## src/logic/sram_pkg.sv

```systemverilog
// Shared bus widths, address array and request types for the SRAM target
// Imported by the bus-side modules, the memory wrapper and the testbench
`default_nettype none

package sram_pkg;

   localparam int CFG_SYSBUS_DATA_BITS = 64;
   localparam int CFG_SYSBUS_DATA_BYTES = CFG_SYSBUS_DATA_BITS / 8;   // Strobe width and lane count
   localparam int CFG_LOG2_SYSBUS_DATA_BYTES = 3;                    // Byte offset bits in an address
   localparam int CFG_ALIGN_BYTES = 4;                               // Bytes covered per address entry
   localparam int CFG_WORDS_ALIGNED = CFG_SYSBUS_DATA_BYTES / CFG_ALIGN_BYTES;
   localparam int CFG_SYSBUS_ADDR_BITS = 32;

   // One address per alignment unit of the data bus
   typedef logic [CFG_SYSBUS_ADDR_BITS-1:0] global_addr_array_type [0:CFG_WORDS_ALIGNED-1];

   typedef enum logic {
      OP_READ  = 1'b0,
      OP_WRITE = 1'b1
   } req_op_type;

   typedef struct packed {
      req_op_type                        op;
      logic [CFG_SYSBUS_ADDR_BITS-1:0]   addr;    // Byte address
      logic [CFG_SYSBUS_DATA_BYTES-1:0]  wstrb;   // Ignored on reads
      logic [CFG_SYSBUS_DATA_BITS-1:0]   wdata;
   } sram_req_type;

endpackage

`default_nettype wire

```

## src/logic/req_queue.sv

```systemverilog
// Circular request FIFO between the host side and the bus target
// Never overflows because the host only sends against granted credits
`timescale 1ns/100ps
`default_nettype none

module req_queue #(
   parameter int REQ_DEPTH = 4
) (
   input  logic                   clk,
   input  logic                   rst_n,
   input  logic                   push,
   input  sram_pkg::sram_req_type push_req,
   input  logic                   pop,
   output sram_pkg::sram_req_type head,
   output logic                   not_empty
);
   import sram_pkg::*;

   localparam int PTR_BITS = (REQ_DEPTH > 1) ? $clog2(REQ_DEPTH) : 1;
   localparam int CNT_BITS = $clog2(REQ_DEPTH + 1);

   sram_req_type          entries [0:REQ_DEPTH-1];
   logic [PTR_BITS-1:0]   wr_ptr;
   logic [PTR_BITS-1:0]   rd_ptr;
   logic [CNT_BITS-1:0]   count;

   // Pointers wrap at the depth, which need not be a power of two
   function automatic logic [PTR_BITS-1:0] ptr_inc(input logic [PTR_BITS-1:0] ptr);
      ptr_inc = (ptr == PTR_BITS'(REQ_DEPTH - 1)) ? '0 : ptr + 1'b1;
   endfunction

   always_ff @(posedge clk) begin
      if (push) begin
         entries[wr_ptr] <= push_req;
      end
   end

   always_ff @(posedge clk) begin
      if (!rst_n) begin
         wr_ptr <= '0;
         rd_ptr <= '0;
         count  <= '0;
      end else begin
         if (push) begin
            wr_ptr <= ptr_inc(wr_ptr);
         end
         if (pop) begin
            rd_ptr <= ptr_inc(rd_ptr);
         end
         count <= count + CNT_BITS'(push) - CNT_BITS'(pop);   // Push and pop may coincide
      end
   end

   assign head      = entries[rd_ptr];
   assign not_empty = (count != '0);

endmodule

`default_nettype wire

```

## config.mk

```make
export PLATFORM = sky130hd
export DESIGN_NAME = req_queue
export DESIGN_NICKNAME = d
export VERILOG_FILES = /design/src/logic/sram_pkg.sv /design/src/logic/req_queue.sv
export SDC_FILE = /design/constraint.sdc
export NUM_CORES = 1
export LEC_CHECK = 0
export CORE_MARGIN = 5
export CORE_UTILIZATION = 50
export CTS_CLUSTER_DIAMETER = 120
export DETAILED_ROUTE_END_ITERATION = 10
export DONT_BUFFER_PORTS = 1
export GPL_TIMING_DRIVEN = 1
export MAX_ROUTING_LAYER = met4
export PLACE_DENSITY = 0.65
export SYNTH_ARGS = -nofsm -noshare
export SYNTH_HDL_FRONTEND = slang
export SYNTH_SLANG_ARGS = --single-unit
```

## constraint.sdc

```tcl
create_clock -name clk -period 4.52 [get_ports clk]
set_input_delay 0.226 -clock clk [delete_from_list [all_inputs] [get_ports clk]]
set_output_delay 0.226 -clock clk [all_outputs]
set_load 0.01 [all_outputs]
```

==> results of run 1 <==
area by class of cell:
cell class	count	area (µm²)	area share, %
flip-flops and latches	429	12800	69.2
inverters	6	22.5	0.122
multi-input cells	132	2620	14.2
clock inverters	19	191	1.04
repair buffers	121	1190	6.46
well taps	396	495	2.68
clock buffers	57	1170	6.33
worst min-delay path by stage:
stage                  from              to  slack, ps  depth (start not counted)
2_1_floorplan   push_req[0]   entries[0][0]        320                          0
3_3_place_gp   push_req[69]  entries[3][69]        330                          0
3_5_place_dp    push_req[0]   entries[1][0]        330                          0
4_1_cts                 pop        count[1]         80                          3
5_1_grt                 pop        count[1]         90                          3
6_report                pop        count[1]        110                          3
worst max-delay path: stages, from the launching register on:
cell and delay, ps:
sky130_fd_sc_hd__dfxtp_4 970, sky130_fd_sc_hd__buf_4 510, sky130_fd_sc_hd__mux4_2 630
what timing repair did:
| item | 4_1_cts | 5_1_grt |
|---|---|---|
| hold endpoints to repair | 429 | 0 |
| gates resized for setup | 0 | 0 |
| hold buffers | 109 | 0 |
flip-flops by register name, summed over array words and instances (netlist names), named ones only:
name	flops
count	3
entries	420
rd_ptr	2
wr_ptr	2
kinds of logic (layout without fill, tap and decap cells):
family / Yosys count / count (layout)
flip-flops: 429 / 429
AO/OA/AOI/OAI: 2 / 2
AND/OR/NAND/NOR: 14 / 14
buffers and inverters: 30 / 203
adder cells (fa/ha/maj): 8 / 8
multiplexers: 107 / 107
XOR/XNOR: 1 / 1
power breakdown:
group          internal (mW)  total, mW  switching (mW)
Sequential              4.54       4.62          0.0738
Clock                   2.04       3.38            1.34
Combinational          0.284      0.612           0.329
Total                   6.87       8.61            1.74
per-layer routing:
metal,up-vias,share of wire (%),global-route usage [%]
met4,0,1.8,3.81
met2,270,49,26.9
li1,2831,-,-
met5,-,0,-
met3,49,9.4,5.64
met1,3464,40,21.8
synth_stat cells:
cell                         n
sky130_fd_sc_hd__buf_6       1
sky130_fd_sc_hd__dfxtp_1     9
sky130_fd_sc_hd__buf_2      12
sky130_fd_sc_hd__clkbuf_1    5
sky130_fd_sc_hd__ha_1        7
sky130_fd_sc_hd__buf_8       6
sky130_fd_sc_hd__mux4_2    105
sky130_fd_sc_hd__or3b_2      2
sky130_fd_sc_hd__mux2i_1     2
sky130_fd_sc_hd__fa_1        1
sky130_fd_sc_hd__nand2b_1    2
sky130_fd_sc_hd__or3_1       1
sky130_fd_sc_hd__a21oi_1     2
sky130_fd_sc_hd__nor2_1      4
sky130_fd_sc_hd__and2_1      5
sky130_fd_sc_hd__inv_1       6
sky130_fd_sc_hd__xnor3_1     1
sky130_fd_sc_hd__edfxtp_1  420
==> run summary, run 1 <==
cell area after synthesis - 15600 µm²
Initial Utilization - 50.9%
Max Fanout on Critical Path - 47
dominant combinational cell family by area after synthesis - multiplexers
flops & latches, synth - 429
maximum vdd ir drop - 0.287 mV
Synth area leader - sky130_fd_sc_hd__edfxtp_1
sequential fraction of the synthesis area - 82.0%
commonest non-fill, non-tap cells in the layout - sky130_fd_sc_hd__edfxtp_1 (420), sky130_fd_sc_hd__dlygate4sd3_1 (109), sky130_fd_sc_hd__mux4_2 (105)
Cell variety after synth - 18
Overall Power - 8.61 mW
final setup slack of the worst path - 1610 ps
Routed Wire Length - 28600 µm
CTS tree - built
Reg-to-Reg Start - wr_ptr[0]
portion of synthesized cell area occupied by the leading cell type - 80.8%
DIE HEIGHT - 187 µm
xor-xnor portion of the synthesized cell area - 0.144%
adder-cell area share of the yosys netlist - 0.690%
number of cells on the worst reg-to-reg path - 4
per-instance average area after synthesis - 26.4 µm²
global placement routability congestion - 0.805
min Tclk post-route - 2910 ps
path type of the worst min-delay path - in -> reg
unrepaired setup endpoints after global routing - false
Net count, final - 849
pre-CTS WS - 2090 ps
share of cells above drive strength 1 - 23.7%
number of global-route vias before repair - 7233
overall global routing resource usage - 17.0%
Max Cap Violations - 0
post-route insts no fill - 1160
Total Die Area - 34800 µm²
post-CTS clock slew at the launch and capture registers of the worst setup and hold paths - 60 ps
proportion of synthesized area in mux cells - 15.3%
complex-gate fraction of the synthesized area - 0.0642%
Worst setup SP type - register
via total after detailed routing - 6614
antenna violations before repair - 0
Warnings, synthesis - 0
Skew-Pair Late Insertion Delay - 520 ps
slew margin rel. - 29.8%
most common cell after layout, fill and taps aside - sky130_fd_sc_hd__edfxtp_1
count of filler cells inserted in the layout - 2078
syn nets - 708
ratio of total power to cell area - 466 nW/µm²
end of the worst register-to-register path - entries[2][13]
status - finished clean
number of rows created at floorplan - 64
number of buffer cells added on primary ports - 0
P&R area growth vs syn - 18.5%
worst-case register-to-register setup slack - 2250 ps
maximum number of buffers from clock root to sink - 3
mean number of vias per cell - 5.70
H-tree depth - 2
dpl hpwl - 17000 µm
Remaining DRCs - 0
maximum number of pins on one net before global-route repair - 68
CTS Sinks - 429
element type at the critical path end - output pin
cell leakage power - 5.84 nW
total congestion overflow after global routing - 0
DRT antenna net count - 0
Hold Vio Cnt, Final - 0
placed instance area - 16000 µm²
count of final max-slew check failures - 0
drt pass-1 iters - 5
Synth Area in Simple Gates - 0.529%
period utilization - 64.3%
required arrival time at the worst endpoint - 4290 ps
max frequency - 344 MHz
Setup TNS Final - 0 ps
first-iteration detailed-routing DRC count - 410
core region area - 30700 µm²
finished layout cell area - 18500 µm²
cell types occupying the most area after synthesis - sky130_fd_sc_hd__edfxtp_1 (81%), sky130_fd_sc_hd__mux4_2 (15%), sky130_fd_sc_hd__dfxtp_1 (1.2%), sky130_fd_sc_hd__buf_8 (0.58%), sky130_fd_sc_hd__ha_1 (0.56%)
horizontal die dimension - 187 µm
synthesized netlist cell count - 591
number of cells in the design after placement - 975
post-layout utilization of the core - 60.3%
boundary pin count - 215
first-pass GRT wire length - 44300 µm
number of buffers inserted during clock tree synthesis - 42
capturing element of the worst setup path - head[98]
kind of critical path - reg -> out
final antenna diode count - 0
measured slew at the worst slew-check pin - 1050 ps
post-CTS setup repair buffer count - 0
Min Hold Slack - 106 ps
Root Buffer Master - sky130_fd_sc_hd__clkbuf_16
routed wire length per instance - 24.7 µm
final worst clock skew - 10.9 ps
CP Data Arrival Time - 2680 ps
setup-violating endpoint count in the final report - 0
No activity file was read; power rests on OpenSTA's default activity.
==> run 2: changes to the inputs <==
Clock period 4.52 ns to 2.78 ns, I/O delays scaled along.
==> run 2 against run 1 <==
  * Worst setup slack lost 1100 ps
  * Sequential share of layout area shrank 0.82 points
  * Power grew 67%
  * Clock skew grew 0.70 ps
  * Highest routed layer unchanged
==> run summary, run 2 (same netlist as run 1, synthesis figures left out) <==
status - finished clean
Critical-path top delay cell - sky130_fd_sc_hd__mux4_2
global placement routability congestion - 0.728 (-9.6%)
maximum vdd ir drop - 0.490 mV (+71%)
final worst clock skew - 11.6 ps (+0.696 ps)
Initial Utilization - 50.9% (unchanged)
first-iteration detailed-routing DRC count - 452 (+10%)
via total after detailed routing - 6545 (-1.0%)
dominant delay contributor by cell family on the critical path - multiplexers
dpl hpwl - 17200 µm (+0.79%)
Worst setup SP type - register
slew margin rel. - 60.8% (+31 points)
measured slew at the worst slew-check pin - 589 ps (-464 ps)
max frequency - 433 MHz
Setup TNS Final - 0 ps (unchanged)
cell depth of the worst hold path - 4 (+1)
number of global-route vias before repair - 7090 (-2.0%)
Hold Vio Cnt, Final - 0 (unchanged)
ratio of total power to cell area - 766 nW/µm² (+65%)
share of cells above drive strength 1 - 24.8% (+1.1 points)
post-layout utilization of the core - 61.0% (+0.72 points)
period utilization - 83.1%
routed wire length per instance - 24.2 µm (-1.8%)
horizontal die dimension - 187 µm (unchanged)
startpoint of the most critical hold path - push
most common cell after layout, fill and taps aside - sky130_fd_sc_hd__edfxtp_1
antenna violations before repair - 2 (+2)
CTS Sinks - 429 (unchanged)
Remaining DRCs - 0 (unchanged)
count of cells resized by post-cts repair - 0 (unchanged)
end of the worst register-to-register path - entries[0][86]
min Tclk post-route - 2310 ps
Overall Power - 14.3 mW (+67%)
post-CTS clock slew at the launch and capture registers of the worst setup and hold paths - 60 ps (about the same)
total congestion overflow after global routing - 0 (unchanged)
unrepaired setup endpoints after global routing - false
first-pass GRT wire length - 43000 µm (-2.8%)
commonest non-fill, non-tap cells in the layout - sky130_fd_sc_hd__edfxtp_1 (420), sky130_fd_sc_hd__dlygate4sd3_1 (109), sky130_fd_sc_hd__mux4_2 (105)
drt pass-1 iters - 4 (-1)
Max Cap Violations - 0 (unchanged)
number of buffers inserted during clock tree synthesis - 43 (+2.4%)
boundary pin count - 215 (unchanged)
maximum number of buffers from clock root to sink - 3 (unchanged)
Net count, final - 853 (+0.47%)
DIE HEIGHT - 187 µm (unchanged)
number of cells on the worst reg-to-reg path - 4 (unchanged)
Skew-Pair Late Insertion Delay - 520 ps (about the same)
Min-Delay Endpoint - count[1]
H-tree depth - 2 (unchanged)
max FFs per register - 420 (unchanged)
Total Die Area - 34800 µm² (unchanged)
worst-case register-to-register setup slack - 940 ps (-1310 ps)
required arrival time at the worst endpoint - 2640 ps (-1650 ps)
P&R area growth vs syn - 19.9%
count of final max-slew check failures - 0 (unchanged)
kind of critical path - reg -> out
CTS tree - built
core region area - 30700 µm² (unchanged)
Reg-to-Reg Start - wr_ptr[0]
Max Fanout on Critical Path - 20 (-57%)
Routed Wire Length - 28300 µm (-1.3%)
Bufs and invs on worst path - 1 (unchanged)
DRT antenna net count - 0 (unchanged)
Root Buffer Master - sky130_fd_sc_hd__clkbuf_16
delay contributed by the slowest stage of the critical path - 620 ps (-350 ps)
cell leakage power - 5.93 nW (+1.5%)
overall global routing resource usage - 16.4% (-0.58 points)
setup-violating endpoint count in the final report - 0 (unchanged)
number of rows created at floorplan - 64 (unchanged)
path type of the worst min-delay path - in -> reg
worst path cell trace - buf_4 -> mux4_2
number of buffer cells added on primary ports - 0 (unchanged)
maximum number of pins on one net before global-route repair - 55 (-19%)
mean number of vias per cell - 5.61 (-1.6%)
Largest regs - entries (420), count (3)
Min Hold Slack - 118 ps (+12.0 ps)
CP Data Arrival Time - 2170 ps (-510 ps)
element type at the critical path end - output pin
largest reg by FF count - entries
-- run 2: per-layer routing --
layer / part of all wire [%] / routed length (µm) / GRT usage (%)
met2: 50 / 14100 / 25.8
met5: 0 / 0 / -
met3: 7.6 / 2140 / 5.36
met4: 2.1 / 580 / 4.15
met1: 41 / 11500 / 21.0
-- run 2: power by group --
part	switching, mW	internal [mW]	total [mW]
clock	2.22	3.59	5.81
combinational	0.574	0.480	1.05
sequential	0.0903	7.39	7.48
-- run 2: repair_timing --
item / 4_1_cts / 5_1_grt
buffers inserted: 0 / 0
hold buffers: 109 / 0
setup endpoints to repair: 0 / 0
endpoints found under the hold margin: 429 / 0
-- run 2: worst max-delay path by stage --
stage,start,to,slack (ps),cells after the start
final,register,head[93],470,2
after global routing,register,head[96],270,2
after CTS,register,head[10],380,2
after detailed placement,wr_ptr[0],entries[0][65],920,4
after global placement,wr_ptr[0],entries[0][64],970,4
after floorplan,wr_ptr[0],entries[2][0],510,3
-- run 2: final cells by class --
type	count	area, µm²
Clock inverter	28	312
Timing Repair Buffer	124	1320
Tap cell	396	495
Multi-Input combinational cell	132	2620
Antenna cell	2	5.00
Inverter	6	22.5
Clock buffer	50	1140
Sequential cell	429	12800
Fill cell	2097	12000
-- run 2: worst reg2reg max path, stage by stage, from the launching register on --
cell and delay, ps:
sky130_fd_sc_hd__dfxtp_1 340, sky130_fd_sc_hd__inv_1 100, sky130_fd_sc_hd__ha_1 160, sky130_fd_sc_hd__and2_4 480
sky130_fd_sc_hd__buf_12 370
-- run 2: through the flow --
stage,setup WS (ps),cells,cell area (µm²)
final,470,1167,18700
after global routing,275,1167,18700
after CTS,379,1165,18700
after detailed placement,925,978,16200
after global placement,973,978,16200
after floorplan,506,591,15600
